## config.mk

```make
export PLATFORM = sky130hd
export DESIGN_NAME = periph_top
export DESIGN_NICKNAME = d
export VERILOG_FILES = /design/src/common/periph_pkg.sv /design/src/hdl/bus_decoder.sv /design/src/dsp/dsp_mul.sv /design/src/audio/audio_clock_gen.sv /design/src/hdl/bus_responder.sv /design/src/hdl/periph_top.sv
export VERILOG_INCLUDE_DIRS = /design/src /design/src/common
export SDC_FILE = /design/constraint.sdc
export NUM_CORES = 1
export LEC_CHECK = 0
export BUFFER_PORTS_ARGS = -buffer_cell sky130_fd_sc_hd__buf_2
export CAP_MARGIN = 20
export CORE_ASPECT_RATIO = 1.25
export CORE_MARGIN = 10
export CORE_UTILIZATION = 60
export CTS_BUF_LIST = sky130_fd_sc_hd__clkbuf_8
export CTS_CLUSTER_SIZE = 40
export DETAILED_ROUTE_END_ITERATION = 10
export GPL_TIMING_DRIVEN = 0
export PLACE_DENSITY = 0.74
export SYNTH_ARGS = -nofsm -noshare
export SYNTH_HDL_FRONTEND = slang
export SYNTH_SLANG_ARGS = --single-unit
```

## constraint.sdc

```tcl
create_clock -name cpu_clk -period 6.78 [get_ports cpu_clk]
set_clock_uncertainty 0.05 [all_clocks]
set_input_delay 0.339 -clock cpu_clk [delete_from_list [all_inputs] [get_ports cpu_clk]]
set_output_delay 0.339 -clock cpu_clk [all_outputs]
set_load 0.005 [all_outputs]
```

## src/common/periph_defines.svh

```systemverilog
// Address map and width constants for the peripheral block.
// Include this header wherever an offset, a data width or the
// prescaler reset value is needed.

`ifndef PERIPH_DEFINES_SVH
`define PERIPH_DEFINES_SVH

// Bus and register widths
`define DATA_W 32
`define ADDR_W 4

// Multiplier operand width, low half of a bus word
`define OPER_W 16

// Word offsets inside the block
`define ADDR_DSP_A      4'd0
`define ADDR_DSP_B      4'd1
`define ADDR_DSP_RESULT 4'd2

// Offset 3 is left unmapped
`define ADDR_PRESCALER  4'd4

// No audio enables come out until software programs a value
`define PRESCALER_RESET 32'd0

`endif

```

## src/common/periph_pkg.sv

```systemverilog
// Types shared across the peripheral block.
// Holds the CPU bus request and response, the decoded request
// handed to the peripherals, and the register target names.

`include "periph_defines.svh"

package periph_pkg;

    // CPU side request, fields held stable while valid is high
    typedef struct packed {
        logic [`ADDR_W-1:0] addr;
        logic [`DATA_W-1:0] wdata;
        logic               write;
        logic               valid;
    } bus_req_t;

    // Response back to the CPU, ready is a single-cycle pulse
    typedef struct packed {
        logic [`DATA_W-1:0] rdata;
        logic               ready;
    } bus_rsp_t;

    // Register addressed by a request
    typedef enum logic [2:0] {
        tgt_none,
        tgt_dsp_a,
        tgt_dsp_b,
        tgt_dsp_result,
        tgt_prescaler
    } target_t;

    // Request after address decode, strobe marks the one active cycle
    typedef struct packed {
        target_t            target;
        logic [`DATA_W-1:0] wdata;
        logic               write;
        logic               strobe;
    } dec_req_t;

endpackage

```

## src/hdl/bus_decoder.sv

```systemverilog
// Front end of the peripheral bus.
// Accepts one CPU request at a time, registers it, maps the word
// offset to a register target and emits a one-cycle strobe.

`timescale 1ns/10ps

`include "periph_defines.svh"

module bus_decoder (
    input  logic                cpu_clk,
    input  logic                cpu_reset,
    input  periph_pkg::bus_req_t bus_req,
    input  logic                rsp_ready,
    output periph_pkg::dec_req_t dec_req
);
    import periph_pkg::*;

    logic               busy;
    logic               accept;
    logic               accept_q;
    logic               strobe_q;
    target_t            target_q;
    logic [`DATA_W-1:0] wdata_q;
    logic               write_q;

    function automatic target_t decode_target(input logic [`ADDR_W-1:0] addr);
        case (addr)
            `ADDR_DSP_A:      return tgt_dsp_a;
            `ADDR_DSP_B:      return tgt_dsp_b;
            `ADDR_DSP_RESULT: return tgt_dsp_result;
            `ADDR_PRESCALER:  return tgt_prescaler;
            default:          return tgt_none;
        endcase
    endfunction

    // A held valid must not be taken twice
    assign accept = bus_req.valid && !busy;

    always_ff @(posedge cpu_clk) begin
        if (cpu_reset) begin
            busy <= 1'b0;
            accept_q <= 1'b0;
            strobe_q <= 1'b0;
        end else begin
            accept_q <= accept;
            strobe_q <= accept_q;

            if (rsp_ready) begin
                busy <= 1'b0;
            end else if (accept) begin
                busy <= 1'b1;
            end
        end
    end

    // Payload stays put until the next accepted request
    always_ff @(posedge cpu_clk) begin
        if (accept) begin
            target_q <= decode_target(bus_req.addr);
            wdata_q <= bus_req.wdata;
            write_q <= bus_req.write;
        end
    end

    assign dec_req = '{target: target_q, wdata: wdata_q, write: write_q, strobe: strobe_q};

endmodule

```

## src/dsp/dsp_mul.sv

```systemverilog
// Memory-mapped signed 16x16 multiplier.
// Software writes operands A and B, then reads the 32-bit product,
// which is recomputed every cycle from the operand registers.

`timescale 1ns/10ps

`include "periph_defines.svh"

module dsp_mul (
    input  logic                 cpu_clk,
    input  periph_pkg::dec_req_t dec_req,
    output logic [`DATA_W-1:0]   product
);
    import periph_pkg::*;

    // Operands A and B, zero at power-up
    logic signed [`OPER_W-1:0] oper_a = '0;
    logic signed [`OPER_W-1:0] oper_b = '0;
    logic                      wr_a;
    logic                      wr_b;

    assign wr_a = dec_req.strobe && dec_req.write && (dec_req.target == tgt_dsp_a);
    assign wr_b = dec_req.strobe && dec_req.write && (dec_req.target == tgt_dsp_b);

    // Operand capture and product register
    always_ff @(posedge cpu_clk) begin
        if (wr_a) begin
            oper_a <= dec_req.wdata[`OPER_W-1:0];
        end

        if (wr_b) begin
            oper_b <= dec_req.wdata[`OPER_W-1:0];
        end

        // Both operands signed, so they extend to the full product width
        product <= oper_a * oper_b;
    end

endmodule

```

## src/audio/audio_clock_gen.sv

```systemverilog
// Audio clock enable generator for the synth core.
// Software programs a 32-bit phase increment; every carry out of the
// accumulator gives one synth enable, every second one a half-rate enable.

`timescale 1ns/10ps

`include "periph_defines.svh"

module audio_clock_gen (
    input  logic                 cpu_clk,
    input  logic                 cpu_reset,
    input  periph_pkg::dec_req_t dec_req,
    output logic [`DATA_W-1:0]   prescaler,
    output logic                 audio_cen,
    output logic                 audio_cen_p1
);
    import periph_pkg::*;

    logic [`DATA_W:0] phase_acc;
    logic             tick;
    logic             cen_p1_toggle;
    logic             prescaler_wr;

    assign prescaler_wr = dec_req.strobe && dec_req.write && (dec_req.target == tgt_prescaler);

    // Software phase increment
    always_ff @(posedge cpu_clk) begin
        if (cpu_reset) begin
            prescaler <= `PRESCALER_RESET;
        end else if (prescaler_wr) begin
            prescaler <= dec_req.wdata;
        end
    end

    // Fractional accumulator, the top bit is the carry
    always_ff @(posedge cpu_clk) begin
        if (cpu_reset) begin
            phase_acc <= '0;
            tick <= 1'b0;
        end else begin
            tick <= 1'b0;
            phase_acc <= phase_acc + {1'b0, prescaler};

            // Carry seen, consume it and flag a tick
            if (phase_acc[`DATA_W]) begin
                tick <= 1'b1;
                phase_acc[`DATA_W] <= 1'b0;
            end
        end
    end

    always_ff @(posedge cpu_clk) begin
        if (cpu_reset) begin
            audio_cen <= 1'b0;
            audio_cen_p1 <= 1'b0;
            cen_p1_toggle <= 1'b0;
        end else begin
            audio_cen <= 1'b0;
            audio_cen_p1 <= 1'b0;

            if (tick) begin
                audio_cen <= 1'b1;

                // Half rate, first fires on the second tick
                audio_cen_p1 <= cen_p1_toggle;
                cen_p1_toggle <= !cen_p1_toggle;
            end
        end
    end

endmodule

```

## src/hdl/bus_responder.sv

```systemverilog
// Back end of the peripheral bus.
// Picks the read data of the addressed peripheral on a strobe and
// returns it to the CPU with a single-cycle ready.

`timescale 1ns/10ps

`include "periph_defines.svh"

module bus_responder (
    input  logic                 cpu_clk,
    input  logic                 cpu_reset,
    input  periph_pkg::dec_req_t dec_req,
    input  logic [`DATA_W-1:0]   product,
    input  logic [`DATA_W-1:0]   prescaler,
    output periph_pkg::bus_rsp_t bus_rsp
);
    import periph_pkg::*;

    logic [`DATA_W-1:0] read_sel;
    logic [`DATA_W-1:0] rdata_q;
    logic               ready_q;

    // Operand registers are write-only, unmapped reads give zero
    always_comb begin
        case (dec_req.target)
            tgt_dsp_result: read_sel = product;
            tgt_prescaler:  read_sel = prescaler;
            default:        read_sel = '0;
        endcase
    end

    always_ff @(posedge cpu_clk) begin
        if (cpu_reset) begin
            ready_q <= 1'b0;
        end else begin
            ready_q <= dec_req.strobe;
        end
    end

    always_ff @(posedge cpu_clk) begin
        if (dec_req.strobe) begin
            rdata_q <= read_sel;
        end
    end

    assign bus_rsp = '{rdata: rdata_q, ready: ready_q};

endmodule

```

## src/hdl/periph_top.sv

```systemverilog
// Peripheral block top level.
// Connects the bus decoder, the multiplier, the audio clock
// generator and the bus responder. One clock, one request in flight.

`timescale 1ns/10ps

`include "periph_defines.svh"

module periph_top (
    input  logic                 cpu_clk,
    input  logic                 cpu_reset,
    input  periph_pkg::bus_req_t bus_req,
    output periph_pkg::bus_rsp_t bus_rsp,
    output logic                 audio_cen,
    output logic                 audio_cen_p1
);
    import periph_pkg::*;

    dec_req_t           dec_req;
    logic [`DATA_W-1:0] product;
    logic [`DATA_W-1:0] prescaler;

    // Request path
    bus_decoder bus_decoder_inst (
        .cpu_clk(cpu_clk),
        .cpu_reset(cpu_reset),
        .bus_req(bus_req),
        .rsp_ready(bus_rsp.ready),
        .dec_req(dec_req)
    );

    // Peripherals

    dsp_mul dsp_mul_inst (
        .cpu_clk(cpu_clk),
        .dec_req(dec_req),
        .product(product)
    );

    audio_clock_gen audio_clock_gen_inst (
        .cpu_clk(cpu_clk),
        .cpu_reset(cpu_reset),
        .dec_req(dec_req),
        .prescaler(prescaler),
        .audio_cen(audio_cen),
        .audio_cen_p1(audio_cen_p1)
    );

    // Response path, ready also frees the decoder
    bus_responder bus_responder_inst (
        .cpu_clk(cpu_clk),
        .cpu_reset(cpu_reset),
        .dec_req(dec_req),
        .product(product),
        .prescaler(prescaler),
        .bus_rsp(bus_rsp)
    );

endmodule

```

After elaboration in Yosys (flattened, before gate mapping)
Cells that the tools add are included.
- flip-flop bits (word level): 205
- input bits: 40
- output and inout port bits: 35
- word-level logic and storage cells: 43
- $add $sub $neg: 1
- multiply operators: 1
- equal/unequal tests: 7
- mux-type cells: 4
- bitwise operators: 1
- reduce and logical (&&, ||, !) cells: 11
- operators by type and width (kind ; count):
    32-bit case mux with 2 select lines ; 1
    33-bit by 32-bit adder with 33-bit output ; 1
    16-bit by 16-bit multiplier with 32-bit output ; 1
    3-bit case mux with 4 select lines ; 1
    3-bit by 2-bit == test with 1-bit output, second input constant ; 2
    2-bit OR reduction ; 3
    1-bit logical AND ; 5
    4-bit by 1-bit == test with 1-bit output, second input constant ; 1
    4-bit by 2-bit == test with 1-bit output, second input constant ; 1
    4-bit by 3-bit == test with 1-bit output, second input constant ; 1
    4-bit logical NOT ; 1
    3-bit by 1-bit == test with 1-bit output, second input constant ; 1
    3-bit == test, second input constant ; 1
    1-bit logical NOT ; 2
    1-bit two-way mux ; 2
    1-bit inverter ; 1

Depth between registers and ports, before layout
- depth after elaboration: 2
- depth in mapped cells: 23
- gate-level depth less buffers: 21

By module
From an unflattened synthesis, not the netlist that was laid out.
- cell total of the unflattened synthesis: 1766
- area total of the unflattened synthesis: 18136.1 µm²
- by module, submodules not included (module ; instances ; cells an instance ; area each (µm²) ; sequential area each (µm²)):
    dsp_mul ; 1 ; 1158 ; 11523.6 ; 1601.5
    audio_clock_gen ; 1 ; 481 ; 4021.4 ; 1381.3
    bus_responder ; 1 ; 77 ; 1372.6 ; 980.9
    bus_decoder ; 1 ; 50 ; 1218.7 ; 1141.1

Worst setup path after synthesis
OpenSTA, ideal clock, no wires.
- path kind: reg-to-reg
- from: reg dsp_mul_inst.oper_a[15]
- to: reg dsp_mul_inst.product[25]
- setup time: 0.072 ns
- data arrival time: 5.861 ns
- data required time: 6.658 ns
- path slack: 0.796 ns
- stages on the path, launching flop included: 22
- clock period less this slack: 5.984 ns
- cell sequence: edfxtp_1 clkbuf_1 nand2_1 inv_1 fa_1 fa_1 fa_1 fa_1 fa_1 inv_1 fa_1 inv_1 ha_1 buf_2 a21oi_1 o21ai_1 a21o_1 a221o_1 or2_1 a21o_1 a21oi_1 xnor2_1
- word-level cells in the longest chain between the ends: 1
- RTL lines (what ; line ; text):
    from (decl) ; dsp_mul.sv:17 ; logic signed [`OPER_W-1:0] oper_a = '0;
    from (signal assigned) ; dsp_mul.sv:28 ; oper_a <= dec_req.wdata[`OPER_W-1:0];
    16-bit by 16-bit multiplier with 32-bit output ; dsp_mul.sv:36 ; product <= oper_a * oper_b;
    to (signal assigned) ; dsp_mul.sv:36 ;
    to (decl) ; dsp_mul.sv:12 ; output logic [`DATA_W-1:0] product
No other way between the ends.
A chain may end at the register's enable or synchronous reset.

Worst setup path in the final report
- from: reg dsp_mul_inst.oper_a[14]
- to: reg dsp_mul_inst.product[31]
Same word-level chain as after synthesis.

==> reports/metrics.cfg <==
[yosys]
syn_nets = 2142
ys_dominant_reg_cell = sky130_fd_sc_hd__dfxtp_1
synthCells = 1725
ys_types = 80
synth_enable_flop_cells = 100
syn-mean-instance-area_sq_um = 10.3
postSynthRegisterBits = 205
post_synthesis_instance_area_sq_um = 17700
synth-async-reset-ratio_pct = 0
yosys_warnings = 0
ys_seq_area_share_pct = 28.8

[place]
post_dp_cell_area_sq_um = 18700
placement.setup.worst_slack_ps = -272
dp_hpwl_mm = 36.2
place.port_buffers = 74
gp_congestion = 0.958

[floorplanning]
width_of_the_die_um = 174
effective_utilization_at_floorplan_pct = 60.6
chipHeight_um = 212
pin_count = 75
core_area_sq_um = 29300
std_cell_rows = 70
die_area_sq_um = 36900

[cts]
htree_levels = 1
cts-root-to-sink-buffers = 3
numClockSinks = 205
cts-buffers-inserted = 28
worstSkewPairLatency_ps = 590
cts.clk_slew.worst_paths_ps = 80
cts_root_buffer = sky130_fd_sc_hd__clkbuf_8
tritoncts = done

[sta]
drv_slew = 0
final_report_setup_violation_count = 0
timing_worst_slew_pin_value_ps = 987
final.period_utilization_pct = 97.0
worst_hold_slack_ps = 54.0
period_needed_ps = 6580
hold_violations = 0
setup_total_negative_slack_ps = 0
worst_slew_margin_rel_pct = 34.1
max_clock_freq_mhz = 152
worst_slack_ps = 200

[pwr]
finalPower_mw = 3.18
worst_ir_drop_vdd_mv = 0.218
total_leakage_power_nw = 9.28
cellPowerDensity_nw_per_um2 = 159

[global_route]
vias_in_the_first_global_route = 13800
antenna_found_initial = 0
grt.overflow.total = 0
grt_first_pass_wirelength_mm = 72.9
global_route.usage.total_pct = 25.1
grt_max_degree = 37

[setup_path]
crit_path_top_delay_cell = sky130_fd_sc_hd__fa_1
critPathCaptureType = register
startpoint_type = register
crit_required_ps = 7170
rr_worst_depth = 21
cp_max_fo = 10
cpPeakStageDelay_ps = 540
worst_path_most_repeated_cell = sky130_fd_sc_hd__fa_1
worst-endpoint-arrival_ps = 6970
path_class = reg2reg
timing.critical_path.cells = buf_2, and2_1, fa_1, inv_1, fa_1, fa_1, inv_1, fa_1, fa_1, inv_1, fa_1, inv_1, ha_2, nand2_1, nor2_1, nand3_2, a2111oi_4, o21ai_1, a31oi_2, nor4_2, a311oi_1

[worst_hold_path]
timing.hold.worst.class = in2reg
worstHoldPathCells = 2

[final_layout]
fillers = 2316
final_net_count = 2312
final_area_sq_um = 20000
insertedDiodeCount = 0
layout_area_growth_over_synthesis_pct = 12.8
final_layout_size_suffix_gt1_share_pct = 11.6

[detailed_routing]
routed_wire_length_per_instance_um = 19.6
detail_route.wirelength_mm = 45.2
detailroute.via_count = 12700
drt_drc_violations_left = 0
drt-vias-per-instance = 5.49
drt_iter0_drc = 837
final_antenna_net_count = 0
drt_pass_1_iters = 5

[run_status]
status = complete, no violations

[run]
cap_viol_max_count = 0

-- cell families after synthesis --
kind of cell	share of synthesized area, %
fa+ha+maj	37.7
simple gates	13.6
mux	0.183
compound gates	9.49
buf+inv	7.74
xor+xnor	2.52
flops	28.8
-- placed cells by master, fill, tap and decap left out, types with 12 or more instances in the layout --
master,Yosys,layout
sky130_fd_sc_hd__clkbuf_2,0,12
sky130_fd_sc_hd__nor2b_1,13,12
sky130_fd_sc_hd__nor3_1,20,20
sky130_fd_sc_hd__dlygate4sd3_1,0,34
sky130_fd_sc_hd__o21a_1,12,12
sky130_fd_sc_hd__dfxtp_1,105,104
sky130_fd_sc_hd__ha_1,114,111
sky130_fd_sc_hd__a21o_1,23,23
sky130_fd_sc_hd__buf_2,2,82
sky130_fd_sc_hd__fa_1,263,261
sky130_fd_sc_hd__and2_1,132,132
sky130_fd_sc_hd__nand2_1,207,207
sky130_fd_sc_hd__a22o_1,32,32
sky130_fd_sc_hd__o21ai_0,23,22
sky130_fd_sc_hd__clkbuf_1,50,22
sky130_fd_sc_hd__xnor2_1,40,40
sky130_fd_sc_hd__nor2_1,60,60
sky130_fd_sc_hd__buf_4,1,34
sky130_fd_sc_hd__inv_1,298,303
sky130_fd_sc_hd__a21oi_1,86,86
sky130_fd_sc_hd__clkbuf_8,0,32
sky130_fd_sc_hd__edfxtp_1,100,100
-- state kept, by name, indices dropped and copies added, names as in the netlist, 3 cells and up --
| register | cells |
|---|---|
| bus_responder_inst.rdata_q | 32 |
| dsp_mul_inst.oper_a | 16 |
| bus_decoder_inst.target_q | 3 |
| audio_clock_gen_inst.prescaler | 32 |
| audio_clock_gen_inst.phase_acc | 33 |
| bus_decoder_inst.wdata_q | 32 |
| dsp_mul_inst.product | 32 |
| dsp_mul_inst.oper_b | 16 |
-- repair_timing --
item / CTS / global route
buffers inserted: 0 / 27
pin swaps: 0 / 4
hold buffers: 34 / 0
resized for setup: 15 / 70
endpoints found under the hold margin: 34 / 0
endpoints found under the setup margin: 5 / 7
-- layer usage --
metal | GRT usage, % | part of all wire, %
met1 | 29.5 | 39
met2 | 45.3 | 52
met3 | 2.70 | 4.5
met4 | 11.6 | 4.6
met5 | 0 | 0
-- cells in the mapped netlist, drive strengths merged (3+ instances only) --
| library cell | count | area, sq um |
|---|---|---|
| o21ai | 28 | 148 |
| clkbuf | 50 | 188 |
| a22o | 32 | 280 |
| nand4 | 5 | 31.3 |
| edfxtp | 100 | 3000 |
| buf | 8 | 55.1 |
| o31ai | 4 | 40.0 |
| a31oi | 4 | 31.3 |
| o211ai | 4 | 30.0 |
| fa | 263 | 5270 |
| xnor2 | 40 | 350 |
| nor3 | 20 | 100 |
| o21bai | 6 | 45.0 |
| nand3 | 12 | 60.1 |
| ha | 114 | 1430 |
| nor3b | 5 | 37.5 |
| dfxtp | 105 | 2100 |
| nor4b | 4 | 35.0 |
| xor2 | 11 | 96.3 |
| a21boi | 3 | 22.5 |
| a2111oi | 4 | 48.8 |
| nand2b | 9 | 56.3 |
| o21a | 13 | 98.9 |
| and3 | 9 | 56.3 |
| and2 | 132 | 826 |
| a211oi | 9 | 80.1 |
| a21oi | 86 | 430 |
| a21o | 26 | 199 |
| nor2b | 14 | 95.1 |
| nand2 | 207 | 777 |
| inv | 298 | 1120 |
| nor2 | 60 | 225 |
-- where the power goes --
part | switching (mW) | total [mW] | internal (mW)
clock | 0.479 | 1.11 | 0.632
sequential | 0.0500 | 1.44 | 1.39
combinational | 0.346 | 0.620 | 0.274
-- final cells by class --
type	count	area, sq um	area share (%)
clock inverter	20	239	1.19
tap	396	495	2.48
buffer	59	318	1.59
inverter	298	1120	5.59
timing repair buffer	140	963	4.81
sequential	205	5110	25.5
clock buffer	32	440	2.20
multi-input combinational	1163	11300	56.6
-- through the flow --
| stage | utilization (%) | instances |
|---|---|---|
| global placement | 63.6 | 2195 |
| detailed placement | 63.8 | 2200 |
| finish | 68.4 | 2313 |
| CTS | 67.4 | 2286 |
| global route | 68.4 | 2313 |
| floorplan | - | 1725 |
-- path summary, 6_finish.rpt --
kind / startpoint / end / slack [ps]
max: dsp_mul_inst.oper_a[14]$_DFFE_PP_ / dsp_mul_inst.product[31]$_DFF_P_ / 200
min: bus_req[36] / bus_decoder_inst.target_q[1]$_DFFE_PP_ / 50
max reg2reg: dsp_mul_inst.oper_a[14]$_DFFE_PP_ / dsp_mul_inst.product[31]$_DFF_P_ / 200
min reg2reg: bus_responder_inst.ready_q$_SDFF_PP0_ / bus_decoder_inst.busy$_SDFFE_PP0P_ / 370
-- worst max-delay path, delay by kind of cell (launching register included) --
family / cells / cell delay [ps]
simple gates: 5 / 700
fa+ha+maj: 7 / 3480
buf+inv: 5 / 490
compound gates: 4 / 1180
flops: 1 / 520
Power figures use the tool's default switching activity.
